## src/main_cfg.svh

```systemverilog
`ifndef MAIN_CFG_SVH
`define MAIN_CFG_SVH

// RAM slots behind the decoder, in the order vram, obj, pal, wram
`define MAIN_SLOTS      4

// Word address bits kept per slot, the rest of the region mirrors
`define MAIN_SLOT_AW    10

// Extra cycles a RAM slot spends before it completes
`define MAIN_WAIT       2

// Video line whose hstart edge raises the VBLANK request
`define MAIN_VBL_LINE   9'd223

// Byte address bits 23 to 16 of each mapped region
`define MAIN_RGN_VRAM   8'h40
`define MAIN_RGN_OBJ    8'h44
`define MAIN_RGN_PAL    8'h84
`define MAIN_RGN_WRAM   8'hc7
`define MAIN_RGN_IO     8'hc4

`endif

```

## src/main_pkg.sv

```systemverilog
package main_pkg;

    // Word address, bit 0 of the byte address is never on the bus
    typedef logic [23:1] bus_addr_t;
    typedef logic [15:0] bus_data_t;
    typedef logic [1:0]  byte_en_t;   // Bit 1 upper lane, bit 0 lower lane
    typedef logic [7:0]  cab_byte_t;

    // Slot targets share their value with the slot index
    typedef enum logic [2:0] {
        reg_vram = 3'd0,
        reg_obj  = 3'd1,
        reg_pal  = 3'd2,
        reg_wram = 3'd3,
        reg_io   = 3'd4,
        reg_none = 3'd5
    } region_e;

    typedef struct packed {
        bus_addr_t addr;
        bus_data_t wdata;
        logic      we;    // High for a write
        byte_en_t  be;
    } bus_req_t;

    typedef struct packed {
        bus_data_t rdata;
        logic      berr;  // Unmapped address
    } bus_rsp_t;

    // Bus cycle of the slave front end
    typedef enum logic [1:0] {
        st_idle,
        st_busy,
        st_wait_drop
    } dec_state_e;

endpackage

```

## src/cab_io.sv

```systemverilog
module cab_io import main_pkg::*; (
    input  logic       clk,
    input  logic       rst,
    input  logic       sel,
    input  bus_req_t   io_req,
    input  cab_byte_t  joystick1,
    input  cab_byte_t  joystick2,
    input  cab_byte_t  dipsw_a,
    input  cab_byte_t  dipsw_b,
    input  logic [1:0] start_button,
    input  logic [1:0] coin_input,
    input  logic       service,
    output logic       io_done,
    output bus_data_t  io_rdata,
    output cab_byte_t  snd_latch,
    output logic       flip
);

    cab_byte_t ctrl;
    cab_byte_t cab_dout;
    logic      lo_wr;

    // Board wiring scrambles the joystick lines
    function automatic cab_byte_t sort_joy(input cab_byte_t j);
        return {j[1], j[0], j[3], j[2], j[7], j[5], j[4], j[6]};
    endfunction

    assign flip  = ctrl[7];
    assign lo_wr = io_req.we && io_req.be[0];

    always_comb begin
        cab_dout = 8'hff;
        case (io_req.addr[13:12])
            2'd0: begin   // Latch and control registers
                if (io_req.addr[2:1] == 2'd0) cab_dout = snd_latch;
                else if (io_req.addr[2:1] == 2'd1) cab_dout = ctrl;
            end
            2'd1: begin
                case (io_req.addr[2:1])
                    2'd0: cab_dout = {2'b11, start_button, service, 1'b1, coin_input};
                    2'd1: cab_dout = sort_joy(joystick1);
                    2'd3: cab_dout = sort_joy(joystick2);
                    default: cab_dout = 8'hff;
                endcase
            end
            2'd2: cab_dout = io_req.addr[1] ? dipsw_b : dipsw_a;
            default: cab_dout = 8'hff;
        endcase
    end

    always_ff @(posedge clk or posedge rst) begin
        if (rst) begin
            io_done   <= 1'b0;
            io_rdata  <= 16'hffff;
            snd_latch <= 8'h00;
            ctrl      <= 8'h00;
        end else begin
            io_done <= sel;
            if (sel) begin
                io_rdata <= io_req.we ? 16'hffff : {8'hff, cab_dout};   // Writes read back ffff
                if (lo_wr && io_req.addr[13:12] == 2'd0) begin
                    if (io_req.addr[2:1] == 2'd0) snd_latch <= io_req.wdata[7:0];
                    if (io_req.addr[2:1] == 2'd1) ctrl      <= io_req.wdata[7:0];
                end
            end
        end
    end

endmodule

```

## config.mk

```make
export PLATFORM = sky130hd
export DESIGN_NAME = cab_io
export DESIGN_NICKNAME = d
export VERILOG_FILES = /design/src/main_cfg.svh /design/src/main_pkg.sv /design/src/cab_io.sv
export SDC_FILE = /design/constraint.sdc
export NUM_CORES = 1
export LEC_CHECK = 0
export BUFFER_PORTS_ARGS = -buffer_cell sky130_fd_sc_hd__buf_2
export CAP_MARGIN = 20
export CORE_UTILIZATION = 45
export CTS_CLUSTER_SIZE = 10
export DETAILED_ROUTE_END_ITERATION = 7
export PLACE_DENSITY = 0.95
export SYNTH_ARGS = -nofsm -noshare
export SYNTH_HDL_FRONTEND = slang
export SYNTH_SLANG_ARGS = --single-unit
```

## constraint.sdc

```tcl
create_clock -name clk -period 2.8 [get_ports clk]
set_input_delay 0.42 -clock clk [delete_from_list [all_inputs] [get_ports clk]]
set_output_delay 0.42 -clock clk [all_outputs]
set_load 0.005 [all_outputs]
```

# ---- Word-level counts from Yosys, hierarchy flattened
# Cells that the tools add are included.
dict set report word_totals {
  regBits 33
  in_bits 82
  output_inout_bits 26
}
dict set report classes {
  eq_ne 4
  muxes 6
  reduce_logical 6
}
# operator count
set op_table {}
lappend op_table {{$pmux W8 S3} 2}
lappend op_table {{$mux W8} 4}
lappend op_table {{$reduce_and A3 Y1} 2}
lappend op_table {{$eq A2 B1 Y1 const B} 2}
lappend op_table {{$eq A2 B2 Y1 const B} 2}
lappend op_table {{$logic_not A2 Y1} 2}
lappend op_table {{$logic_and A1 B1 Y1} 2}

# ---- Depth between registers and ports, before layout
dict set report depth {
  ltp_word 5
  mapped_depth 5
  ltp_nobuf 3
}

# ---- Worst setup path after synthesis
# Ideal clock, no wire load.
dict set report synth_path {
  kind {input to register}
  from {input sel}
  to {register ctrl[0]}
  setup_time_ps 125
  t_arrival_ps 1590
  path_slack_ps 1085
  stages 5
  path_buffers 2
  path_cell_list {buf_6 -> nand4b_4 -> or4b_4 -> buf_6 -> mux2_4}
}
dict set report synth_between {
  elab_chain_cells 1
}
# element line_no
set synth_rtl {}
lappend synth_rtl {{start, declared} cab_io.sv:4} ;# input logic sel,
lappend synth_rtl {{$reduce_and A3 Y1 (no line)} -}
lappend synth_rtl {{end signal, assigned} cab_io.sv:63} ;# if (io_req.addr[2:1] == 2'd1) ctrl <= io_req.wdata[7:0];
lappend synth_rtl {{end, declared} cab_io.sv:19} ;# cab_byte_t ctrl;
# No other way between the ends.
# A chain may end at the register's enable or synchronous reset.

# ---- Worst setup path in the final report
dict set report layout_path {
  from {input io_req[19] in the netlist's numbering}
  to {register ctrl[2]}
}
dict set report layout_between {
  elab_chain_cells 2
}
# element line_no
set layout_rtl {}
lappend layout_rtl {{start, declared} cab_io.sv:5} ;# input bus_req_t io_req,
lappend layout_rtl {{$eq A2 B1 Y1} cab_io.sv:63}
lappend layout_rtl {{$reduce_and A3 Y1 (no line)} -}
# No other way between the ends.

==> flow_metrics.env <==
export IMPL_status="finished clean"
export IMPL_design_area_um2=1940
export IMPL_synth_top_family_by_area="multiplexers"
export IMPL_drive_gt1_share_pct=60.5
export IMPL_crit_required_ns=3.01
export IMPL_grt_pass1_vias=1171
export IMPL_finClkSkew_ns=0.00141
export IMPL_start_util_pct=47.3
export IMPL_die_w_um=61.4
export IMPL_numPortBuffers=71
export IMPL_die_area_um2=3780
export IMPL_r2r_start="ctrl[7]$_DFFE_PP0P_"
export IMPL_max_cap_viol_count=0
export IMPL_cts_tree="done"
export IMPL_wire_per_inst_um=13.8
export IMPL_timing_critical_path_buf_inv=1
export IMPL_p_per_area_nw_per_um2=419
export IMPL_nNetsFinal=278
export IMPL_synthCells=130
export IMPL_critical_path_arrival_ns=1.94
export IMPL_yosys_warnings=0
export IMPL_syn_avg_cell_area_um2=12.2
export IMPL_cts_buffers=3
export IMPL_ant_nets=0
export IMPL_netlist_area_um2=1590
export IMPL_criticalPathCategory="primary input to register"
export IMPL_power_total_mw=0.813
export IMPL_finalSetupTns_ns=0
export IMPL_grt_max_degree=32
export IMPL_antenna_found_initial=0
export IMPL_diodes=0
export IMPL_yosysSeqAreaShare_pct=40.0
export IMPL_slowest_stage="or4b_4"
export IMPL_critPathCaptureType="register"
export IMPL_synthAdderAreaFrac_pct=0
export IMPL_slew_headroom_pct=38.1
export IMPL_coreArea_um2=3360
export IMPL_vias_per_cell=5.12
export IMPL_grtUsageTotal_pct=19.6
export IMPL_finalCritPeriodShare_pct=61.8
export IMPL_clk_latency_ns=0.31
export IMPL_ys_seq_elements=25
export IMPL_cts_htree_levels=1
export IMPL_clkTransAtPathRegs_ns=0.13
export IMPL_power_leakage_nw=0.982
export IMPL_drc_errors=0
export IMPL_ctsHoldBuffers=0
export IMPL_area_delta_synth_final_pct=22.0
export IMPL_vias=1235
export IMPL_synth_xor_area_share_pct=0
export IMPL_drt_initial_drc_count=22
export IMPL_dp_final_hpwl_um=2600
export IMPL_final_common_cell="buf_2"
export IMPL_cp_max_fo=31
export IMPL_clock_sinks=25
export IMPL_grt_ovfl_total=0
export IMPL_postCtsSetupBuffers=0
export IMPL_maxSlewViolCount=0
export IMPL_grt_pass1_wl_um=5350
export IMPL_cp_cell_sequence="buf_2 > or4b_4 > mux2_4"
export IMPL_rsz0062_at_grt="no"
export IMPL_final_cell_mix="71 x buf_2, 17 x dfrtp_1, 16 x mux2_2, 16 x mux2i_1"
export IMPL_hold_slack_ns=0.291
export IMPL_rows=21
export IMPL_finalWeightedCongestion=0.754
export IMPL_worst_slew_pin_slew_ns=0.928
export IMPL_hold_class="primary input to asynchronous set/reset pin"
export IMPL_cts_root_buffer="clkbuf_4"
export IMPL_die_h_um=61.4
export IMPL_dr_pass1_iters=4
export IMPL_setup_viol=0
export IMPL_path_delay_family="simple AND/OR/NAND/NOR gates"
export IMPL_cp_slowest_stage_delay_ns=0.66
export IMPL_fmax_mhz=578
export IMPL_placedInstanceArea_um2=1910
export IMPL_post_cts_resized=0
export IMPL_routed_wl_um=3330
export IMPL_synth_area_mux_share_pct=29.0
export IMPL_ioPinCount=108
export IMPL_clockBufferDepth=2
export IMPL_synth_compound_area_share_pct=16.5
export IMPL_fin_crit_ns=1.73
export IMPL_crit_start="io_req[19]"
export IMPL_peakVddDrop_mv=0.175
export IMPL_synth_cell_type_count=25
export IMPL_start_kind="primary input"
export IMPL_synthSimpleGateAreaFrac_pct=6.37
export IMPL_hold_violations=0
## Yosys cell counts (all sizes together)
cell type  instances  area, um2
mux2              24        300
nor2               1       3.75
nor3               5       25.0
o32a               8       90.1
nand4b             1       23.8
nand2b             2       12.5
or4b               1       13.8
buf               14        108
dfrtp             17        425
inv                1       3.75
conb               1       3.75
o21a               8       60.1
nor2b              1       6.26
clkbuf             4       15.0
o211ai             8       60.1
dfstp              8        210
nand2              1       3.75
a211oi             5       37.5
mux2i             16        160
a21oi              3       15.0
nor4               1       12.5
## sequential cells by signal, summed over array words and instances (netlist names)
name and flops:
ctrl 8, io_done 1, snd_latch 8, io_rdata 8
## metal layers
metal	wire, um	track usage (%)	up-vias
met2	1590	33.2	54
met4	26	6.67	0
li1	-	-	608
met1	1500	25.3	571
met3	219	3.36	2
met5	0	0	-
## power breakdown
part	switching [mW]	leakage [nW]	internal, mW
Combinational	0.0909	0.659	0.125
Sequential	0.0273	0.309	0.413
Clock	0.102	0.0150	0.0555
## cell type report
cell class | instances | area [um2]
multi-input cells | 93 | 855
fillers | 299 | 1420
flip-flops and latches | 25 | 636
well taps | 46 | 57.6
inverters | 1 | 3.75
repair buffers | 72 | 363
clock buffers | 4 | 26.3
## cells by family after synthesis
logic type      after synthesis
flops                        25
simple gates                 13
other cells                   1
compound gates               32
buf+inv                      19
mux                          40
## stage by stage
stage / setup WS (ns) / util [%] / instances
3_5_place_dp: 0.736 / 56.9 / 237
4_1_cts: 1.08 / 57.7 / 241
3_3_place_gp: 0.752 / 56.9 / 237
6_report: 1.07 / 57.7 / 241
5_1_grt: 1.05 / 57.7 / 241
2_1_floorplan: 1.09 / - / 137
## final timing paths
check	depth (start not counted)	slack, ns	endpoint
worst max-delay path	3	1.07	ctrl[2]$_DFFE_PP0P_
worst min-delay path	2	0.29	snd_latch[6]$_DFFE_PP0P_
min in group clk	1	0.34	io_done$_DFF_PP0_
worst max register to register	3	1.50	io_rdata[7]$_DFFE_PP1P_
worst min register to register	1	0.52	ctrl[1]$_DFFE_PP0P_
max in group asynchronous	2	1.95	snd_latch[4]$_DFFE_PP0P_
Power figures use the tool's default switching activity.
