==> src/main_cfg.svh <==
`ifndef MAIN_CFG_SVH
`define MAIN_CFG_SVH

// RAM slots behind the decoder, in the order vram, obj, pal, wram
`define MAIN_SLOTS      4

// Word address bits kept per slot, the rest of the region mirrors
`define MAIN_SLOT_AW    10

// Extra cycles a RAM slot spends before it completes
`define MAIN_WAIT       2

// Video line whose hstart edge raises the VBLANK request
`define MAIN_VBL_LINE   9'd223

// Byte address bits 23 to 16 of each mapped region
`define MAIN_RGN_VRAM   8'h40
`define MAIN_RGN_OBJ    8'h44
`define MAIN_RGN_PAL    8'h84
`define MAIN_RGN_WRAM   8'hc7
`define MAIN_RGN_IO     8'hc4

`endif

==> src/main_pkg.sv <==
package main_pkg;

    // Word address, bit 0 of the byte address is never on the bus
    typedef logic [23:1] bus_addr_t;
    typedef logic [15:0] bus_data_t;
    typedef logic [1:0]  byte_en_t;   // Bit 1 upper lane, bit 0 lower lane
    typedef logic [7:0]  cab_byte_t;

    // Slot targets share their value with the slot index
    typedef enum logic [2:0] {
        reg_vram = 3'd0,
        reg_obj  = 3'd1,
        reg_pal  = 3'd2,
        reg_wram = 3'd3,
        reg_io   = 3'd4,
        reg_none = 3'd5
    } region_e;

    typedef struct packed {
        bus_addr_t addr;
        bus_data_t wdata;
        logic      we;    // High for a write
        byte_en_t  be;
    } bus_req_t;

    typedef struct packed {
        bus_data_t rdata;
        logic      berr;  // Unmapped address
    } bus_rsp_t;

    // Bus cycle of the slave front end
    typedef enum logic [1:0] {
        st_idle,
        st_busy,
        st_wait_drop
    } dec_state_e;

endpackage

==> src/main_decoder.sv <==
`include "main_cfg.svh"

module main_decoder import main_pkg::*; (
    input  logic                   clk,
    input  logic                   rst,
    input  logic                   req,
    input  bus_req_t               req_data,
    input  logic                   ack,
    output bus_req_t               cur_req,
    output logic [`MAIN_SLOTS-1:0] slot_sel,
    output logic                   io_sel,
    output logic                   err_sel
);

    dec_state_e state;
    region_e    rgn;
    logic       ack_q;

    function automatic region_e decode(input logic [7:0] hi);
        region_e r;
        case (hi)
            `MAIN_RGN_VRAM: r = reg_vram;
            `MAIN_RGN_OBJ:  r = reg_obj;
            `MAIN_RGN_PAL:  r = reg_pal;
            `MAIN_RGN_WRAM: r = reg_wram;
            `MAIN_RGN_IO:   r = reg_io;
            default:        r = reg_none;
        endcase
        return r;
    endfunction

    assign rgn = decode(cur_req.addr[23:16]);

    // Request is latched once per four-phase cycle
    always_ff @(posedge clk) begin
        if (state == st_idle && req) begin
            cur_req <= req_data;
        end
    end

    always_ff @(posedge clk or posedge rst) begin
        if (rst) begin
            state    <= st_idle;
            slot_sel <= '0;
            io_sel   <= 1'b0;
            err_sel  <= 1'b0;
            ack_q    <= 1'b0;
        end else begin
            slot_sel <= '0;   // Selects are single-cycle strobes
            io_sel   <= 1'b0;
            err_sel  <= 1'b0;
            ack_q    <= ack;
            case (state)
                st_idle: begin
                    if (req) state <= st_busy;
                end
                st_busy: begin
                    case (rgn)
                        reg_vram, reg_obj, reg_pal, reg_wram: slot_sel[rgn[1:0]] <= 1'b1;
                        reg_io:  io_sel  <= 1'b1;
                        default: err_sel <= 1'b1;
                    endcase
                    state <= st_wait_drop;
                end
                st_wait_drop: begin
                    // Ack only falls once req was seen low, so its falling
                    // edge closes the cycle even if the master raises req again
                    if (ack_q && !ack) state <= st_idle;
                end
                default: state <= st_idle;
            endcase
        end
    end

endmodule

==> config.mk <==
export PLATFORM = sky130hd
export DESIGN_NAME = main_decoder
export DESIGN_NICKNAME = d
export VERILOG_FILES = /design/src/main_pkg.sv /design/src/main_decoder.sv
export VERILOG_INCLUDE_DIRS = /design/src
export SDC_FILE = /design/constraint.sdc
export NUM_CORES = 1
export LEC_CHECK = 0
export BUFFER_PORTS_ARGS = -buffer_cell sky130_fd_sc_hd__buf_2
export CELL_PAD_IN_SITES_DETAIL_PLACEMENT = 0
export CELL_PAD_IN_SITES_GLOBAL_PLACEMENT = 2
export CORE_UTILIZATION = 30
export CTS_BUF_LIST = sky130_fd_sc_hd__clkbuf_8
export DETAILED_ROUTE_END_ITERATION = 8
export PLACE_DENSITY_LB_ADDON = 0.08
export RECOVER_POWER = 100
export REMOVE_ABC_BUFFERS = 1
export SLEW_MARGIN = 25
export SYNTH_ARGS = -nofsm -noshare
export SYNTH_HDL_FRONTEND = slang
export SYNTH_SLANG_ARGS = --single-unit
==> constraint.sdc <==
create_clock -name clk -period 5.9 [get_ports clk]
set_clock_uncertainty 0.2 [all_clocks]
set_input_delay 0.59 -clock clk [delete_from_list [all_inputs] [get_ports clk]]
set_output_delay 0.59 -clock clk [all_outputs]
set_load 0.1 [all_outputs]
* Word-level counts from Yosys, hierarchy flattened
Cells that the tools add are included.
Cells by class: magnitude comparators 2, equality and inequality tests 13, muxes and demuxes 12, reductions and logical operators 9
Operators with widths (count):
- 8-bit == test, second input constant | 3
- 8-bit by 7-bit == test with 1-bit output, second input constant | 2
- 3-bit one-hot mux with 5 select lines | 1
- 4-bit two-way mux | 2
- 3-bit by 2-bit == test with 1-bit output, second input constant | 2
- 2-bit one-hot mux with 3 select lines | 1
- 1-bit two-way mux | 5
- 5-bit OR reduction | 1
- 2-bit two-way mux | 2
- 2-bit inequality test, second input constant | 2
- 4-bit OR reduction | 1
- 3-bit by 1-bit == test with 1-bit output, second input constant | 1
- 3-bit == test, second input constant | 1
- 1-bit logical AND | 3
- 3-bit logical NOT | 1
- 2-bit by 3-bit less-than comparator with 1-bit output, second input constant | 1
- 1-bit demux with 2-bit select | 1
- 2-bit by 1-bit == test with 1-bit output, second input constant | 1
- 2-bit == test, second input constant | 1
- 2-bit by 1-bit >= comparator with 1-bit output, second input constant | 1
- 2-bit logical NOT | 1
- 2-bit AND reduction | 1
- 1-bit logical NOT | 1
Word-level totals: bits in registers 51, output and inout port bits 48, logic and storage cells 45

* Logic depth before layout (Yosys ltp)
Gate-level depths: netlist of the first run.
depth in word-level cells 8, mapped depth 3, mapped depth without buffers 3

* Least setup slack after synthesis of the first run
OpenSTA, ideal clock, no wires.
kind in2reg, start point input port req, end point register cur_req[0] (netlist bit), enable pin, data arrival time 3.667 ns, data required time 5.198 ns, path slack 1.531 ns, stages 1, buffers on the path 0, cell sequence nor3b_1
On the way: cells in the longest elaborated chain, start to end 1
RTL lines:
- start, declared | line main_decoder.sv:6 | input logic req,
- 1-bit logical AND | line main_decoder.sv:36 | if (state == st_idle && req) begin
- end signal, assigned | line main_decoder.sv:37 | cur_req <= req_data;
- end, declared | line main_decoder.sv:9 | output bus_req_t cur_req,
Every way passes these cells. A chain may end at the register's enable or synchronous reset.

* Final worst setup path of the first run
start point register cur_req[35] (netlist bit), end point output port cur_req[35] (netlist bit)
No word-level cell between the ends.

==> run_results.csv, run 1 <==
group,metric,value,unit
outcome,status,"complete, no violations",
place,dpl_worst_slack,4.18,ns
place,routabilityCongestion,0.678,
clocking,clk_path_buf_depth,2,
setup_path,crit_fanout,6,
setup_path,crit_type,"flop to output pin",
floorplanning,core,5510,µm²
floorplanning,die-height,77.4,µm
place,post_dp_cell_area,2280,µm²
logic_synthesis,ys_seq_area_share,87.2,%
grt,grt_use_met3,5.06,%
setup_path,worst_ep_required_time,5.11,ns
clocking,insertion_delay,0.29,ns
setup_path,critPathBufInv,1,
logic_synthesis,yosys_warnings,0,
final_layout,diodes,0,
logic_synthesis,synth_top_area_cell,"edfxtp_1",
timing,setup_viol,0,
setup_path,path_depth,1,
setup_path,arrival,1.62,ns
clocking,cts_made_buffers,5,
floorplanning,io_pins,94,
timing,relSlewSlack,20.1,%
clocking,postCtsHoldBufs,0,
logic_synthesis,syn_inst,82,
routing,drt_iter0_drc,14,
logic_synthesis,synth.avg_cell_area,20.8,µm²
routing,routed_wl,3310,µm
timing,period_share,40.8,%
setup_path,cp_top_family,"buffers and inverters",
setup_path,cpPeakStageDelay,0.88,ns
clocking,clkSinkCount,51,
timing,tightest_slew,1.20,ns
logic_synthesis,synth.area.top_cells,"edfxtp_1 (74%), dfrtp_1 (13%), nor3b_1 (0.88%)",
timing,drv_slew,0,
grt,gr-max-usage-layer,"met2",
floorplanning,start_util,30.9,%
grt,grt_pass1_vias,1112,
clocking,cts_resized,0,
routing,drt_pass1_iterations,4,
grt,grtUsageMet1,11.2,%
final_layout,fin_nets,230,
pwr,p_leak,0.850,nW
timing,rsz0062_at_grt,"false",
clocking,cts_htree_levels,2,
timing,period_needed,2.41,ns
hold_path,min-delay-path-class,"input port to async pin",
final_layout,fillCellCount,539,
setup_path,rr_worst_depth,2,
final_layout,drive_gt1_share,28.1,%
grt,met2_usage,20.8,%
routing,via_count,1074,
grt,grt_max_degree,22,
clocking,cts_tree,"done",
grt,grtUsageTotal,11.4,%
pwr,vdd_drop_max,213,µV
grt,grt_pass1_wl,5070,µm
routing,drc,0,
floorplanning,die-area,5990,µm²
final_layout,area_delta_synth_final,33.6,%
routing,wl_per_cell,12.9,µm
grt,grt_overflow,0,
final_layout,fin_area,2280,µm²
setup_path,end_kind,"output pin",
floorplanning,fp.dieW,77.4,µm
timing,hold_viol_final,0,
clocking,path_clk_slew,0.08,ns
grt,antenna_found_initial,0,
logic_synthesis,ys_seq_elements,51,
timing,tns,0,ns
routing,ant_nets,0,
logic_synthesis,synth_top_area_share,74.0,%
place,io_buffers,93,
pwr,powerDensity,511,nW/µm²
setup_path,crit_path_start_kind,"flop",
timing,finalWorstSetupSlack,3.49,ns
clocking,post-cts-setup-buffers,0,
setup_path,path_cells,"clkbuf_1",
flow_run,maxCapViolations,0,
logic_synthesis,synth.distinct_cells,27,
timing,max_freq,0.416,GHz
clocking,cts_root_buf,"clkbuf_8",
setup_path,slowest_stage,"clkbuf_1",
logic_synthesis,syn_area,1700,µm²
floorplanning,std_cell_rows,27,
final_layout,utilization,41.4,%
place,hpwl,2570,µm
routing,via_per_inst,4.18,
==> logic make-up (layout without fill, tap and decap cells) <==
kind of cell           after synthesis  in the layout  synth area share (%)
XOR/XNOR                             1              1                 0.514
AO/OA/AOI/OAI                        8              8                  3.38
buffers and inverters                1            104                 0.220
flip-flops                          51             51                  87.2
AND/OR/NAND/NOR                     21             21                  8.66
==> per-stage QoR <==
| stage | power (W) | cells | hold slack, ns |
|---|---|---|---|
| global route | 0.00121 | 257 | 0.0375 |
| floorplan | 0.000927 | 82 | 0.218 |
| global placement | 0.00100 | 249 | 0.306 |
| CTS | 0.00120 | 257 | 0.0232 |
| detailed placement | 0.00101 | 249 | 0.322 |
| finish | 0.00116 | 257 | 0.0283 |
==> sequential cells by signal (all words and copies together) (netlist names) <==
signal,cells
cur_req,42
slot_sel,4
state,2
ack_q,1
err_sel,1
io_sel,1
==> report_power, final <==
| part | switching, W | internal [W] | leakage [nW] | total (W) |
|---|---|---|---|---|
| Combinational | 0.000439 | 0.0000436 | 0.289 | 0.000482 |
| Sequential | 0.0000265 | 0.000469 | 0.514 | 0.000495 |
| Clock | 0.000105 | 0.0000814 | 0.0470 | 0.000186 |
==> worst paths after layout <==
path | start | end | slack [ns]
setup / recovery | cur_req[35] | cur_req[35] | 3.49
min in group clk | ack | ack_q | 0.22
hold reg to reg | state[0] | state[0] | 0.32
max in group asynchronous | rst | slot_sel[2] | 5.23
setup reg to reg | state[0] | cur_req[36] | 3.79
hold / removal | rst | ack_q | 0.03
==> cell usage in the layout, fill, tap and decap left out, drive strengths merged, types with 9 or more instances in the layout <==
cell type / instances
edfxtp: 42
dfrtp: 9
clkbuf: 56
buf: 44
==> layout make-up <==
cell class,instances,area [µm²],share of cell area [%]
Sequential cell,51,1490,65.3
Multi-Input combinational cell,30,200,8.79
Tap cell,72,90.1,3.96
Inverter,1,3.75,0.165
Clock inverter,3,16.3,0.714
Timing Repair Buffer,95,412,18.1
Clock buffer,5,68.8,3.02
==> per-layer routing <==
metal	up-vias	wire (µm)
met5	-	0
met3	2	306
met4	0	15
met2	51	1770
met1	495	1220
li1	526	-
==> cells in the mapped netlist (all sizes together) <==
master	n
nor3b	2
nor4b	1
nor2	1
a21o	1
a21oi	2
dfrtp	9
and3	1
nor4	2
nand4	1
a211o	1
nor2b	2
or3	2
inv	1
a211oi	2
or4b	1
xnor2	1
o21ai	1
nand2	2
o22ai	1
nand2b	2
edfxtp	42
nor3	1
nand3	1
and4	1
or2	1
Note: power is estimated with default switching activity, not from simulation.
==> run 2, diff against run 1 <==
--- a/config.mk
+++ b/config.mk
@@ -6,10 +6,11 @@
 export SDC_FILE = /design/constraint.sdc
 export NUM_CORES = 1
 export LEC_CHECK = 0
+export ABC_AREA = 1
 export BUFFER_PORTS_ARGS = -buffer_cell sky130_fd_sc_hd__buf_2
 export CELL_PAD_IN_SITES_DETAIL_PLACEMENT = 0
 export CELL_PAD_IN_SITES_GLOBAL_PLACEMENT = 2
-export CORE_UTILIZATION = 30
+export CORE_UTILIZATION = 26
 export CTS_BUF_LIST = sky130_fd_sc_hd__clkbuf_8
 export DETAILED_ROUTE_END_ITERATION = 8
 export PLACE_DENSITY_LB_ADDON = 0.08
==> constraint.sdc (replaced) <==
create_clock -name clk -period 2.1 [get_ports clk]
set_clock_uncertainty 0.2 [all_clocks]
set_input_delay 0.21 -clock clk [delete_from_list [all_inputs] [get_ports clk]]
set_output_delay 0.21 -clock clk [all_outputs]
set_load 0.1 [all_outputs]
==> run 2 against run 1 <==
Total power increased to 3.1 times the previous value; critical path depth increased by 3; via count increased by 17%; synthesized cell count increased by 21%; die area increased by 16%; hold slack improved by 0.17 ns.
==> run_results.csv, run 2 <==
group,metric,value,unit
final_layout,mostFrequentLayoutCell,"clkbuf_2",
final_layout,fillCellCount,599,
logic_synthesis,ys.flop_type,"edfxtp_1",
logic_synthesis,synth-compound-area-share,0.436,%
grt,gr-max-usage-layer,"met2",
place,dp.cells,270,
pwr,vdd_drop_max,480,µV
grt,met2_usage,20.7,%
logic_synthesis,ys_async_sr_fraction,17.6,%
grt,grt_use_met3,4.27,%
final_layout,largest_registers,"cur_req: 42 flops, slot_sel: 4 flops, state: 2 flops",
logic_synthesis,synth_common_cells,"edfxtp_1 (42), nand2_1 (12), inv_1 (11)",
place,post_dp_cell_area,2310,µm²
place,routabilityCongestion,0.747,
final_layout,final_cell_mix,"clkbuf_2 (48), dlygate4sd3_1 (45), buf_2 (43), edfxtp_1 (42)",
final_layout,drive_gt1_share,44.3,%
logic_synthesis,ys_seq_elements,51,
logic_synthesis,syn_inst,99,
clocking,cts_htree_levels,2,
setup_path,crit_path_start_kind,"input port",
logic_synthesis,synth_most_common_cell,"edfxtp_1",
final_layout,largest_register_ffs,42,
timing,setup_viol,0,
timing,relSlewSlack,63.0,%
logic_synthesis,synth_xor_area_share,0,%
logic_synthesis,synth_top_area_cell,"edfxtp_1",
setup_path,crit_fanout,42,
final_layout,seqCellArea,1490,µm²
logic_synthesis,synth.avg_cell_area,17.4,µm²
logic_synthesis,synth.distinct_cells,15,
grt,grtUsageTotal,11.4,%
logic_synthesis,synth_edf_count,42,
final_layout,fin_area,2870,µm²
routing,drc,0,
timing,drv_slew,0,
floorplanning,die-area,6950,µm²
floorplanning,io_pins,94,
hold_path,min-delay-path-class,"input port to async pin",
grt,grtUsageMet1,11.8,%
clocking,post-cts-setup-buffers,0,
floorplanning,start_util,26.9,%
clocking,clkSinkCount,51,
routing,wl_per_cell,11.7,µm
logic_synthesis,ys_seq_area_share,86.4,%
routing,via_count,1255,
place,io_buffers,93,
grt,grt_overflow,0,
logic_synthesis,synth_top_area_share,73.3,%
pwr,powerDensity,1250,nW/µm²
clocking,clk_path_buf_depth,2,
setup_path,end_kind,"flop",
clocking,cts_root_buf,"clkbuf_8",
pwr,p_leak,1.32,nW
routing,drt_iter0_drc,32,
floorplanning,core,6390,µm²
floorplanning,fp.dieW,83.3,µm
final_layout,largest_register,"cur_req",
flow_run,maxCapViolations,0,
logic_synthesis,yosys_warnings,0,
floorplanning,die-height,83.3,µm
logic_synthesis,synthSimpleGateAreaFrac,9.89,%
grt,grt_max_degree,43,
final_layout,fin_cells,323,
clocking,postCtsHoldBufs,45,
setup_path,arrival,1.48,ns
final_layout,multiInputGateArea,165,µm²
clocking,cts_made_buffers,5,
grt,grt_pass1_vias,1299,
setup_path,crit_type,"input port to flop",
logic_synthesis,syn_area,1720,µm²
final_layout,area_delta_synth_final,66.8,%
routing,drt_pass1_iterations,2,
timing,max_freq,0.595,GHz
timing,period_share,80.1,%
clocking,path_clk_slew,0.09,ns
logic_synthesis,synth_top_family_by_area,"simple AND/OR/NAND/NOR gates",
final_layout,diodes,0,
place,hpwl,2490,µm
logic_synthesis,synth.area.top_cells,"edfxtp_1 (73%), dfrtp_1 (13%), nand2_1 (2.6%)",
final_layout,fin_nets,291,
routing,routed_wl,3770,µm
floorplanning,std_cell_rows,29,
clocking,insertion_delay,0.30,ns
logic_synthesis,muxShareOfSynthArea,0,%
clocking,cts_resized,0,
routing,ant_nets,0,
outcome,status,"complete, no violations",
timing,tightest_slew,0.557,ns
timing,rsz0062_at_grt,"false",
logic_synthesis,synthAdderAreaFrac,0,%
grt,antenna_found_initial,0,
timing,hold_viol_final,0,
grt,grt_pass1_wl,6090,µm
setup_path,worst_ep_required_time,1.89,ns
clocking,cts_tree,"done",
routing,via_per_inst,3.89,
timing,period_needed,1.68,ns
[run 2: cell types whose count changed in the layout (fill, tap and decap cells not counted), moves of 4 or more]
cell | previous run | this run
clkbuf_1 | 51 | 2
nand2_1 | 2 | 12
inv_1 | 2 | 12
nand2_2 | 0 | 4
nor2_1 | 1 | 7
clkbuf_2 | 0 | 48
dlygate4sd3_1 | 0 | 45
inv_2 | 0 | 4
[run 2: power by group]
| part | switching, W | internal (W) | total [W] |
|---|---|---|---|
| Combinational | 0.00123 | 0.000217 | 0.00144 |
| Sequential | 0.0000657 | 0.00131 | 0.00137 |
| Clock | 0.000314 | 0.000471 | 0.000785 |
[run 2: final timing paths]
path / start / to / slack [ns] / cells past startpoint
max: req / cur_req[34] / 0.42 / 4
min: rst / ack_q / 0.20 / 3
max reg2reg: state[1] / cur_req[34] / 0.51 / 2
min reg2reg: state[0] / state[0] / 0.29 / 1
max in group asynchronous: rst / state[1] / 1.26 / 3
min in group clk: state[0] / state[0] / 0.29 / 1
[run 2: critical path: stages]
cell,delay (ns)
dlygate4sd3_1,0.52
buf_2,0.11
nor3b_1,0.32
buf_12,0.28
[run 2: logic make-up (layout without fill, tap and decap cells)]
family	Yosys count	after routing
buffers and inverters	15	162
AOI/OAI and AO/OA	1	1
DFF	51	51
and+or+nand+nor	32	32
[run 2: through the flow]
step | TNS, ns | utilization [%] | power [W] | hold WS (ns) | setup slack, ns
6_report | 0 | 44.9 | 0.00360 | 0.199 | 0.418
5_1_grt | 0 | 44.9 | 0.00373 | 0.230 | 0.358
4_1_cts | 0 | 45.3 | 0.00365 | 0.199 | 0.526
3_5_place_dp | 0 | 36.1 | 0.00280 | -0.0146 | 0.621
3_3_place_gp | 0 | 36.1 | 0.00278 | -0.0296 | 0.649
2_1_floorplan | -88.90 | - | 0.00256 | -0.162 | -2.12
[run 2: routing by layer]
metal	vias up	part of all wire [%]
met5	-	0
li1	627	-
met2	50	53
met4	0	1.7
met1	571	38
met3	7	7.0
[run 2: cell type report]
class	count	share of cell area, %
Sequential cell	51	51.8
Timing Repair Buffer	139	32.5
Multi-Input combinational cell	33	5.75
Tap cell	77	3.36
Clock buffer	5	2.40
Clock inverter	3	2.22
Inverter	15	1.96
