## src/main_cfg.svh

```systemverilog
`ifndef MAIN_CFG_SVH
`define MAIN_CFG_SVH

// RAM slots behind the decoder, in the order vram, obj, pal, wram
`define MAIN_SLOTS      4

// Word address bits kept per slot, the rest of the region mirrors
`define MAIN_SLOT_AW    10

// Extra cycles a RAM slot spends before it completes
`define MAIN_WAIT       2

// Video line whose hstart edge raises the VBLANK request
`define MAIN_VBL_LINE   9'd223

// Byte address bits 23 to 16 of each mapped region
`define MAIN_RGN_VRAM   8'h40
`define MAIN_RGN_OBJ    8'h44
`define MAIN_RGN_PAL    8'h84
`define MAIN_RGN_WRAM   8'hc7
`define MAIN_RGN_IO     8'hc4

`endif

```

## src/main_pkg.sv

```systemverilog
package main_pkg;

    // Word address, bit 0 of the byte address is never on the bus
    typedef logic [23:1] bus_addr_t;
    typedef logic [15:0] bus_data_t;
    typedef logic [1:0]  byte_en_t;   // Bit 1 upper lane, bit 0 lower lane
    typedef logic [7:0]  cab_byte_t;

    // Slot targets share their value with the slot index
    typedef enum logic [2:0] {
        reg_vram = 3'd0,
        reg_obj  = 3'd1,
        reg_pal  = 3'd2,
        reg_wram = 3'd3,
        reg_io   = 3'd4,
        reg_none = 3'd5
    } region_e;

    typedef struct packed {
        bus_addr_t addr;
        bus_data_t wdata;
        logic      we;    // High for a write
        byte_en_t  be;
    } bus_req_t;

    typedef struct packed {
        bus_data_t rdata;
        logic      berr;  // Unmapped address
    } bus_rsp_t;

    // Bus cycle of the slave front end
    typedef enum logic [1:0] {
        st_idle,
        st_busy,
        st_wait_drop
    } dec_state_e;

endpackage

```

## src/bus_return.sv

```systemverilog
`include "main_cfg.svh"

module bus_return import main_pkg::*; (
    input  logic                   clk,
    input  logic                   rst,
    input  logic [`MAIN_SLOTS-1:0] done,
    input  bus_data_t              slot_rdata [`MAIN_SLOTS],
    input  logic                   io_done,
    input  bus_data_t              io_rdata,
    input  logic                   err_sel,
    input  logic                   req,
    output logic                   ack,
    output bus_rsp_t               rsp
);

    logic     err_q;   // Error path completes one cycle after its strobe
    logic     cmpl;
    bus_rsp_t next_rsp;

    assign cmpl = (|done) || io_done || err_q;

    // Only one source completes per access
    always_comb begin
        next_rsp.rdata = 16'hffff;
        next_rsp.berr  = 1'b0;
        if (err_q) begin
            next_rsp.berr = 1'b1;
        end else if (io_done) begin
            next_rsp.rdata = io_rdata;
        end else begin
            for (int i = 0; i < `MAIN_SLOTS; i++) begin
                if (done[i]) next_rsp.rdata = slot_rdata[i];
            end
        end
    end

    always_ff @(posedge clk or posedge rst) begin
        if (rst) begin
            err_q     <= 1'b0;
            ack       <= 1'b0;
            rsp.rdata <= 16'hffff;
            rsp.berr  <= 1'b0;
        end else begin
            err_q <= err_sel;
            if (cmpl) begin
                rsp <= next_rsp;
                ack <= 1'b1;
            end else if (ack && !req) begin
                ack <= 1'b0;   // rsp stays put until the next completion
            end
        end
    end

endmodule

```

## config.mk

```make
export PLATFORM = sky130hd
export DESIGN_NAME = bus_return
export DESIGN_NICKNAME = d
export VERILOG_FILES = /design/src/main_pkg.sv /design/src/bus_return.sv
export VERILOG_INCLUDE_DIRS = /design/src
export SDC_FILE = /design/constraint.sdc
export NUM_CORES = 1
export LEC_CHECK = 0
export BUFFER_PORTS_ARGS = -buffer_cell sky130_fd_sc_hd__clkbuf_2
export CAP_MARGIN = 25
export CELL_PAD_IN_SITES_DETAIL_PLACEMENT = 1
export CELL_PAD_IN_SITES_GLOBAL_PLACEMENT = 1
export CORE_MARGIN = 4
export CORE_UTILIZATION = 29
export CTS_CLUSTER_SIZE = 25
export DETAILED_ROUTE_END_ITERATION = 16
export PLACE_DENSITY_LB_ADDON = 0.1
export SLEW_MARGIN = 30
export SYNTH_ARGS = -nofsm -noshare
export SYNTH_HDL_FRONTEND = slang
export SYNTH_SLANG_ARGS = --single-unit
```

## constraint.sdc

```tcl
create_clock -name clk -period 1.7 [get_ports clk]
set_input_delay 0 -clock clk [delete_from_list [all_inputs] [get_ports clk]]
set_output_delay 0 -clock clk [all_outputs]
set_load 0.05 [all_outputs]
```

# After elaboration in Yosys (flattened, before gate mapping)
# Cells that the tools add are included.
# W data, S select, Z words.
# totals
reg_bits,19
inputBits,89
output_inout_bits,18
wordCells,19
# classes
muxes,9
n_reduce_logical,6
# op_table
op,count
$mux W16,6
$reduce_or A4 Y1,1
$mux W1,3
$logic_or A1 B1 Y1,2
$reduce_bool A2 Y1,1
$logic_and A1 B1 Y1,1
$logic_not A1 Y1,1

# Depth between registers and ports, before layout
# Gate-level depths: netlist of run 1.
# depth
ltp_word,6
depth_mapped,5
mapped_depth_nobuf,3

# Worst setup path before layout of run 1
# No wires, ideal clock.
# synth_path
kind,register to register
startpoint,reg err_q
endpoint,reg ack
arrival_time_ns,1.099
required_time_ns,1.582
slack_ns,0.483
stages_incl_launch_ff,6
path_buffers,2
period_less_slack_ns,1.217
cell_sequence,dfrtp_1 buf_2 nor2_1 nand2_1 buf_2 a21o_1
# synth_between
elab_chain_len,2
elab_cells_between_ends,3
# synth_rtl
item,line_no,text
from (decl),bus_return.sv:16,logic err_q;
from (signal assigned),bus_return.sv:44,err_q <= err_sel;
$logic_or A1 B1 Y1 (*),bus_return.sv:20,assign cmpl = (|done) || io_done || err_q;
$mux W1 / $reduce_bool A2 Y1 (equally long branches),-,
to (signal assigned),bus_return.sv:40,ack <= 1'b0;
to (signal assigned),bus_return.sv:47,ack <= 1'b1;
to (signal assigned),bus_return.sv:49,ack <= 1'b0;
to (decl),bus_return.sv:12,"output logic ack,"
# Mark *: on every way between the ends. The rest lies on a longest branch, timed or not.
# A chain may end at the register's enable or synchronous reset.

# Worst setup path after layout of run 1
# layout_path
startpoint,in done[1]
endpoint,reg rsp[3] (netlist bit)
# layout_between
elab_chain_len,5
elab_cells_between_ends,8
# layout_rtl
item,line_no,text
from (decl),bus_return.sv:6,"input logic [`MAIN_SLOTS-1:0] done,"
$mux W16 (3 in a row),bus_return.sv:32,if (done[i]) next_rsp.rdata = slot_rdata[i];
$mux W16,bus_return.sv:28,end else if (io_done) begin
$mux W16,bus_return.sv:26,if (err_q) begin
to (signal assigned),bus_return.sv:46,rsp <= next_rsp;
to (decl),bus_return.sv:13,output bus_rsp_t rsp
# Several ways; a longest one is shown, not always the timed one.

==> results of run 1 <==
==> Yosys cell counts <==
cell / number
nor3_1: 1
or4_1: 13
o41ai_1: 3
nor3b_1: 16
dfrtp_1: 3
o31ai_1: 1
buf_6: 1
a211o_1: 12
nor2b_1: 19
o31a_1: 3
or2_1: 1
nand2b_1: 2
buf_4: 2
o22ai_1: 12
a21oi_1: 7
nand3b_1: 1
a2bb2oi_1: 3
nor4b_1: 12
a2bb2oi_2: 9
dfstp_2: 16
o2111ai_1: 1
clkbuf_1: 8
nand3_1: 1
nand2_1: 4
nor2_1: 4
nor4_4: 1
a21o_1: 2
buf_2: 8
inv_1: 2
==> layout by cell type, fill, tap and decap left out, types with 2 or more instances in the layout <==
cell           instances
or4_1                 13
o31a_1                 3
a21oi_1                7
dlygate4sd3_1          8
dfstp_2               16
nand2b_1               2
a2bb2oi_2              9
buf_4                  6
clkbuf_8               3
clkbuf_2             106
inv_1                  2
dfrtp_1                3
nor2_1                 4
nor3b_1               16
a21o_1                 2
o41ai_1                3
nand2_1                4
o22ai_1               12
a2bb2oi_1              3
nor2b_1               19
nor4b_1               12
a211o_1               12
==> where the power goes <==
group / leakage (nW) / total (W) / internal, W / switching (W)
clock: 0.0228 / 0.000332 / 0.000167 / 0.000165
combinational: 0.758 / 0.000514 / 0.000220 / 0.000294
sequential: 0.201 / 0.000537 / 0.000510 / 0.0000274
==> cells by family (layout without fill, tap and decap cells) <==
kind of cell	Yosys count	after routing	share of synthesized area, %
and+or+nand+nor	75	75	33.3
buffers and inverters	21	127	6.54
AOI/OAI and AO/OA	53	53	29.0
DFF	19	19	31.2
==> layout make-up <==
type	count	area, um2
fillers	657	2900
clock buffers	4	45.0
well taps	70	87.6
multi-input cells	128	990
repair buffers	121	676
flip-flops and latches	19	495
inverters	2	7.51
==> state kept, by name, summed over array words and instances (netlist names) <==
signal	cells
ack	1
rsp	17
err_q	1
==> metal layers <==
metal	vias to the layer above	global-route usage, %
li1	869	-
met1	844	24.8
met2	70	25.4
met3	9	3.84
met4	0	6.64
met5	-	0
==> critical path: stages <==
cell,delay (ns)
clkbuf_2,0.35
or4_1,0.62
nor2_1,0.14
o41ai_1,0.08
dlygate4sd3_1,0.56
==> metrics by stage <==
step | hold slack (ns) | util (%) | worst slack [ns] | cell area [um2] | instances
after global placement | 0.130 | 41.8 | 0.309 | 2180 | 332
after CTS | 0.00368 | 44.2 | 0.162 | 2300 | 344
after floorplan | -0.0606 | - | 0.483 | 1590 | 168
after global routing | 0.0195 | 44.2 | 0.0240 | 2300 | 344
final | 0.0109 | 44.2 | 0.143 | 2300 | 344
after detailed placement | 0.110 | 41.8 | 0.281 | 2180 | 332
==> repair_timing <==
item,in CTS,in global routing
gates resized for setup,0,0
hold endpoints to repair,8,0
setup endpoints to repair,0,0
hold buffers,8,0
==> path summary, 6_finish.rpt <==
check / startpoint / to / slack [ns] / cells past startpoint
setup / recovery: done[1] / rsp[3] / 0.14 / 5
hold / removal: slot_rdata[0] / rsp[1] / 0.01 / 3
setup reg to reg: rsp[9] / rsp[9] / 0.17 / 3
hold reg to reg: ack / ack / 0.48 / 1
max in group asynchronous: rst / ack / 0.85 / 3
min in group asynchronous: rst / rsp[0] / 0.39 / 3
==> flow_metrics.py, run 1 <==
metrics = {
    "cts": {
        "cts_root_buffer": "clkbuf_8",
        "clock_sinks": 19,
        "cts_setup_buffers": 0,
        "clk_pin_slew_ns": 0.08,
        "cts_max_path_buffers": 2,
        "cts_tree": "yes",
        "clk-insertion-delay-late_ns": 0.26,
        "cts_inserted_buffers": 3,
        "htreeDepth": 1,
    },
    "floorplanning": {
        "die_h_um": 82.0,
        "coreArea_um2": 5200,
        "rows": 26,
        "initial_core_util_pct": 30.5,
        "fp.dieW_um": 82.0,
        "die_area_um2": 6730,
        "ios": 107,
    },
    "power": {
        "total_power_w": 0.00138,
        "p_per_area_nw_per_um2": 601,
        "leakage_nw": 0.982,
        "peakVddDrop_mv": 0.274,
    },
    "run": {
        "maxCapViolations": 0,
    },
    "synth": {
        "syn_area_per_cell_um2": 9.46,
        "synth_top_area_cell": "dfstp_2",
        "yosys_warnings": 0,
        "postSynthCellCount": 168,
        "syn_nets": 257,
        "synth.yosys.seq_area_share_pct": 31.2,
        "synth.top_cell.area_share_pct": 26.5,
        "synth_seq_cells": 19,
        "netlist_area_um2": 1590,
        "ys_top_cells_by_area": "dfstp_2 26%, a2bb2oi_2 8.5%, nor3b_1 7.6%",
        "synth.distinct_cells": 29,
    },
    "placement": {
        "io_buffer_count": 106,
        "hpwl_um": 4540,
        "place.gp.congestion": 0.827,
    },
    "drt": {
        "wl_met3_um": 445,
        "post_drt_wl_per_cell_um": 16.9,
        "wl_met2_um": 2580,
        "dr_total_vias": 1792,
        "post-route-drc-count": 0,
        "routed_via_density": 5.21,
        "drt-met1-wl_um": 2670,
        "ant_nets": 0,
        "first_pass_iters": 4,
        "drt_iter0_drc": 97,
        "wl_um": 5800,
        "top_layer_used": "met4",
    },
    "final_layout": {
        "layout-drive-gt1-share_pct": 51.8,
        "diodes": 0,
        "flow.area_growth_from_synthesis_pct": 44.8,
        "final_nets": 364,
    },
    "grt": {
        "antenna_found_initial": 0,
        "grt_pass1_vias": 1821,
        "grt_overflow": 0,
        "grt_pass1_wl_um": 9020,
        "grt_max_degree": 35,
        "gr-usage-all-layers_pct": 17.4,
    },
    "sta": {
        "slew_viol_final": 0,
        "period_share_pct": 91.6,
        "tightestPinTransition_ns": 0.732,
        "min_period_ns": 1.56,
        "fin_skew_ns": 0.00338,
        "rsz0062_at_grt": "false",
        "timing.fmax_ghz": 0.642,
        "maxSlewHeadroom_pct": 51.1,
        "finalSetupTns_ns": 0,
        "setup_viol": 0,
        "finalHoldViolCount": 0,
    },
    "min_path": {
        "hp-class": "primary input to flip-flop",
    },
    "worst_setup_path": {
        "critPathKind": "primary input to flip-flop",
        "cp.arrival_ns": 1.75,
        "crit_required_ns": 1.89,
        "end_kind": "flip-flop",
        "cp_max_fo": 34,
        "cp-start-kind": "primary input",
    },
    "status": {
        "status": "finished, final reports clean",
    },
}
Note: power is estimated with default switching activity, not from simulation.
==> inputs of run 2 (changes only) <==
- BUFFER_PORTS_ARGS: -buffer_cell sky130_fd_sc_hd__clkbuf_2 -> default
- CORE_UTILIZATION: 29 -> 44
- DONT_BUFFER_PORTS: default -> 1
==> flow_metrics.py, run 2 (synthesis results as in run 1) <==
metrics = {
    "status": {
        "status": "finished, violations left",
        "violations": "negative hold slack",
    },
    "power": {
        "total_power_w": 0.00118,
        "leakage_nw": 0.640,
        "p_per_area_nw_per_um2": 594,
        "peakVddDrop_mv": 0.240,
    },
    "final_layout": {
        "regMostFlops": "rsp",
        "diodes": 0,
        "top_regs": "rsp (17), ack (1), err_q (1)",
        "largest_register_ffs": 17,
        "layout_common_cells": "37 x dlygate4sd3_1, 19 x nor2b_1, 16 x nor3b_1, 16 x dfstp_2, 13 x or4_1",
        "flow.area_growth_from_synthesis_pct": 24.4,
        "final_nets": 284,
        "layout_commonest_cell": "dlygate4sd3_1",
        "layout-drive-gt1-share_pct": 17.0,
    },
    "cts": {
        "htreeDepth": 1,
        "cts_tree": "yes",
        "clock_sinks": 19,
        "cts_root_buffer": "clkbuf_4",
        "clk_pin_slew_ns": 0.11,
        "clk-insertion-delay-late_ns": 0.29,
        "cts_max_path_buffers": 2,
        "cts-resized-gates": 0,
        "cts_inserted_buffers": 3,
    },
    "floorplanning": {
        "initial_core_util_pct": 46.5,
        "fp.dieW_um": 68.1,
        "rows": 21,
        "ios": 107,
        "die_h_um": 68.1,
        "coreArea_um2": 3420,
        "die_area_um2": 4640,
    },
    "worst_setup_path": {
        "path_buf_inv": 1,
        "crit_required_ns": 1.95,
        "reg2reg_to": "rsp[1]",
        "r2r-start": "rsp[1]",
        "slowest_delay_ns": 0.58,
        "cp.arrival_ns": 1.79,
        "worstRegToRegCells": 3,
        "regToRegSetupSlack_ns": 0.15,
        "path_delay_family": "buffers and inverters",
        "critPathKind": "flip-flop to flip-flop",
        "cp_max_fo": 2,
        "end_kind": "flip-flop",
        "cp-startpoint": "rsp[1]",
        "cp-start-kind": "flip-flop",
        "cp-endpoint": "rsp[1]",
        "crit_chain": "nor2_1, o41ai_1, dlygate4sd3_1",
        "crit_slowest_cell": "dlygate4sd3_1",
        "cp_num_cells": 3,
    },
    "sta": {
        "maxSlewHeadroom_pct": 50.4,
        "fin_skew_ns": 0.00100,
        "rsz0062_at_grt": "false",
        "tightestPinTransition_ns": 0.743,
        "setup_viol": 0,
        "whs_ns": -0.00124,
        "timing.fmax_ghz": 0.646,
        "finalSetupTns_ns": 0,
        "min_period_ns": 1.55,
        "slew_viol_final": 0,
        "finalHoldViolCount": 1,
        "period_share_pct": 91.1,
    },
    "drt": {
        "ant_nets": 0,
        "dr_total_vias": 1581,
        "wl_um": 5740,
        "routed_via_density": 6.59,
        "first_pass_iters": 4,
        "post_drt_wl_per_cell_um": 23.9,
        "post-route-drc-count": 0,
        "drt_iter0_drc": 70,
    },
    "min_path": {
        "hp-class": "primary input to flip-flop",
        "worstHoldStart": "io_done",
    },
    "grt": {
        "antenna_found_initial": 0,
        "grt_max_degree": 37,
        "gr-usage-all-layers_pct": 24.5,
        "grt_pass1_vias": 1602,
        "grt_pass1_wl_um": 8480,
        "grt_overflow": 0,
    },
    "placement": {
        "place.gp.congestion": 0.684,
        "io_buffer_count": 0,
        "hpwl_um": 3680,
    },
    "run": {
        "maxCapViolations": 0,
    },
}
-- run 2: cell types whose count changed in the layout (fill, tap and decap cells not counted) --
cell and delta:
buf_4 -2, clkbuf_4 +3, dlygate4sd3_1 +29, clkbuf_2 -106
clkbuf_8 -3, buf_12 -1
-- run 2: worst min-delay path by stage --
stage / cells after the start / slack [ns] / to
2_1_floorplan: 1 / -0.06 / ack
3_3_place_gp: 1 / 0.03 / ack
3_5_place_dp: 0 / 0.03 / err_q
4_1_cts: 3 / 0.001 / rsp[15]
5_1_grt: 3 / 0.008 / rsp[15]
6_report: 3 / -0.001 / rsp[15]
-- run 2: worst min-delay path, stage by stage --
cell	delay [ns]
nor3_1	0.02
a21oi_1	0.13
a21o_1	0.12
-- run 2: metal layers --
metal	global-route usage, %	part of all wire (%)	vias up
met5	0	0	-
met4	6.20	1.5	0
met3	4.93	8.9	9
met2	42.6	49	94
met1	30.7	41	766
li1	-	-	712
-- run 2: power by group --
part | switching [W] | internal [W]
combinational | 0.000124 | 0.000171
clock | 0.000140 | 0.0000914
sequential | 0.000135 | 0.000514
total | 0.000399 | 0.000776
-- run 2: metrics by stage --
stage          cells  area [um2]  setup slack (ns)  utilization (%)  hold slack (ns)
2_1_floorplan    168        1590             0.483                -          -0.0606
6_report         240        1980             0.151             57.9         -0.00124
4_1_cts          240        1980             0.148             57.9          0.00111
3_5_place_dp     199        1580             0.362             46.3           0.0315
3_3_place_gp     199        1580             0.423             46.3           0.0315
5_1_grt          240        1980            0.0426             57.9          0.00775
-- run 2: cell type report --
| class | instances | area [um2] |
|---|---|---|
| clock buffers | 4 | 26.3 |
| flip-flops and latches | 19 | 495 |
| inverters | 2 | 7.51 |
| fillers | 384 | 1440 |
| repair buffers | 41 | 400 |
| well taps | 46 | 57.6 |
| multi-input cells | 128 | 990 |
-- run 2: what timing repair did --
| item | CTS | global route |
|---|---|---|
| setup buffers | 0 | 0 |
| hold buffers | 37 | 0 |
| endpoints found under the hold margin | 22 | 0 |
| endpoints found under the setup margin | 0 | 0 |
==> inputs of run 3 (changes only) <==
- ABC_AREA: default -> 1
- CORE_UTILIZATION: 44 -> 39
- REMOVE_ABC_BUFFERS: default -> 1
==> flow_metrics.py, run 3 <==
metrics = {
    "status": {
        "status": "finished, violations left",
        "violations": "negative hold slack",
    },
    "placement": {
        "post-place-ws_ns": 0.199,
        "hpwl_um": 3830,
        "io_buffer_count": 0,
        "place.gp.congestion": 0.746,
    },
    "sta": {
        "maxSlewHeadroom_pct": 51.4,
        "whs_ns": -0.0116,
        "rsz0062_at_grt": "false",
        "setup_ws_ns": 0.246,
        "tightestPinTransition_ns": 0.729,
        "finalSetupTns_ns": 0,
        "timing.fmax_ghz": 0.688,
        "fin_skew_ns": 0.00491,
        "slew_viol_final": 0,
        "min_period_ns": 1.45,
        "finalHoldViolCount": 5,
        "period_share_pct": 85.5,
        "setup_viol": 0,
    },
    "worst_setup_path": {
        "crit_slowest_cell": "dlygate4sd3_1",
        "cp_max_fo": 16,
        "path_delay_family": "buffers and inverters",
        "cp_num_cells": 6,
        "slowest_delay_ns": 0.72,
        "crit_chain": "dlygate4sd3_1, nand2_1, nand2_1, dlygate4sd3_1, nor2_1, a21oi_1",
        "path_buf_inv": 2,
        "crit_required_ns": 1.89,
        "worstRegToRegCells": 5,
        "critPathKind": "primary input to flip-flop",
        "regToRegSetupSlack_ns": 0.27,
        "cp.arrival_ns": 1.65,
        "cp-start-kind": "primary input",
        "end_kind": "flip-flop",
    },
    "drt": {
        "post_drt_wl_per_cell_um": 16.6,
        "dr_total_vias": 1609,
        "post-route-drc-count": 0,
        "ant_nets": 0,
        "drt_iter0_drc": 59,
        "first_pass_iters": 4,
        "wl_um": 5160,
        "routed_via_density": 5.19,
    },
    "synth": {
        "synth.yosys.seq_area_share_pct": 32.1,
        "netlist_area_um2": 1540,
        "synth-edff-count": 0,
        "postSynthCellCount": 253,
        "syn_area_per_cell_um2": 6.10,
        "synth_seq_cells": 19,
        "synthFlopType": "dfstp_2",
        "synth.top_cell.area_share_pct": 27.2,
        "synth.distinct_cells": 19,
        "yosys_warnings": 0,
        "yosys-top-cells-count": "83 x nand2_1, 63 x nor2_1, 22 x a21oi_1",
        "ys_top_cells_by_area": "dfstp_2 27%, nand2_1 20%, nor2_1 15%",
        "yosysMostFrequentCell": "nand2_1",
        "async_flop_share_pct": 100,
        "synth_top_area_cell": "dfstp_2",
    },
    "final_layout": {
        "layout-drive-gt1-share_pct": 12.6,
        "regMostFlops": "rsp",
        "diodes": 0,
        "layout_common_cells": "83 x nand2_1, 63 x nor2_1, 22 x a21oi_1",
        "top_regs": "rsp (17), ack (1), err_q (1)",
        "final_nets": 352,
        "nFillCells": 531,
        "flow.area_growth_from_synthesis_pct": 11.8,
        "layout_commonest_cell": "nand2_1",
        "largest_register_ffs": 17,
    },
    "cts": {
        "clk-insertion-delay-late_ns": 0.26,
        "cts_max_path_buffers": 2,
        "htreeDepth": 1,
        "cts_root_buffer": "clkbuf_8",
        "clock_sinks": 19,
        "clk_pin_slew_ns": 0.08,
        "cts_tree": "yes",
        "cts_inserted_buffers": 3,
    },
    "floorplanning": {
        "initial_core_util_pct": 41.2,
        "die_h_um": 70.9,
        "die_area_um2": 5030,
        "ios": 107,
        "coreArea_um2": 3740,
        "fp.dieW_um": 70.9,
        "rows": 22,
    },
    "grt": {
        "gr-usage-all-layers_pct": 20.8,
        "grt_max_degree": 27,
        "grt_pass1_vias": 1707,
        "grt_overflow": 0,
        "grt_pass1_wl_um": 8440,
        "antenna_found_initial": 0,
    },
    "power": {
        "p_per_area_nw_per_um2": 705,
        "peakVddDrop_mv": 0.486,
        "p_comb_share_pct": 19.2,
        "pwr-share-seq_pct": 53.9,
        "intPower_w": 0.000776,
        "leakage_nw": 0.803,
        "p_sw_w": 0.000442,
        "clkPwrFrac_pct": 26.8,
        "netSwitchingFraction_pct": 36.3,
    },
    "min_path": {
        "whs_path_depth": 4,
        "hp-class": "primary input to flip-flop",
    },
    "run": {
        "maxCapViolations": 0,
    },
}
run 3: changes by cell type after synthesis, sizes merged, moves of 12 or more:
| cell | delta |
|---|---|
| a211o | -12 |
| a21oi | +19 |
| a2bb2oi | -12 |
| inv | +14 |
| nand2 | +80 |
| nand3 | +13 |
| nor2 | +62 |
| nor2b | -19 |
| nor3b | -16 |
| nor4b | -12 |
| o21ai | +13 |
| o22ai | -12 |
| or4 | -13 |
run 3: cell type report:
class	count	area, um2	share of cell area, %
multi-input cells	203	873	50.6
flip-flops and latches	19	495	28.7
repair buffers	19	188	10.9
inverters	17	63.8	3.70
well taps	48	60.1	3.48
clock buffers	3	41.3	2.39
clock inverters	1	5.00	0.290
run 3: what timing repair did:
item	CTS	global route
gates resized for setup	0	1
hold endpoints to repair	17	1
endpoints found under the setup margin	0	1
hold buffers	17	1
buffers inserted	0	0
run 3: cell families after synthesis:
| family | share of synthesized area, % |
|---|---|
| and+or+nand+nor | 42.6 |
| AOI/OAI and AO/OA | 13.6 |
| DFF | 32.1 |
| buffers and inverters | 11.7 |
run 3: tightest hold or removal path: cells and delay by family:
family / cells / cell delay [ns]
AO/OA/AOI/OAI: 1 / 0.07
AND/OR/NAND/NOR: 3 / 0.18
run 3: worst paths after layout:
| kind | endpoint | startpoint |
|---|---|---|
| max in group asynchronous | ack | rst |
| min in group asynchronous | rsp[0] | rst |
| worst max register to register | rsp[10] | err_q |
| worst min register to register | rsp[12] | rsp[12] |
| worst max-delay path | rsp[12] | io_done |
| worst min-delay path | rsp[7] | io_done |
run 3: metrics by stage:
stage               instances  util [%]  hold slack [ns]  cell area [um2]  total power, W
floorplan                 239         -          -0.0606             1430        0.000808
global placement          288      39.9           0.0315             1500        0.000856
detailed placement        288      39.9           0.0315             1500        0.000861
CTS                       309      45.7         0.000151             1710         0.00123
global route              310      46.1           0.0154             1730         0.00129
finish                    310      46.1          -0.0116             1730         0.00122
run 3: power by group through the flow:
stage	clock network, W	registers [W]	logic (W)
floorplan	0	0.000654	0.000155
CTS	0.000336	0.000658	0.000235
global placement	0	0.000665	0.000191
global route	0.000354	0.000662	0.000275
finish	0.000327	0.000657	0.000234
detailed placement	0	0.000665	0.000196
run 3: routing by layer:
layer	global-route usage (%)	wire length (um)	vias up
met5	0	0	-
li1	-	-	803
met2	38.0	2680	65
met4	1.25	29	0
met1	25.0	1990	737
met3	6.68	465	4
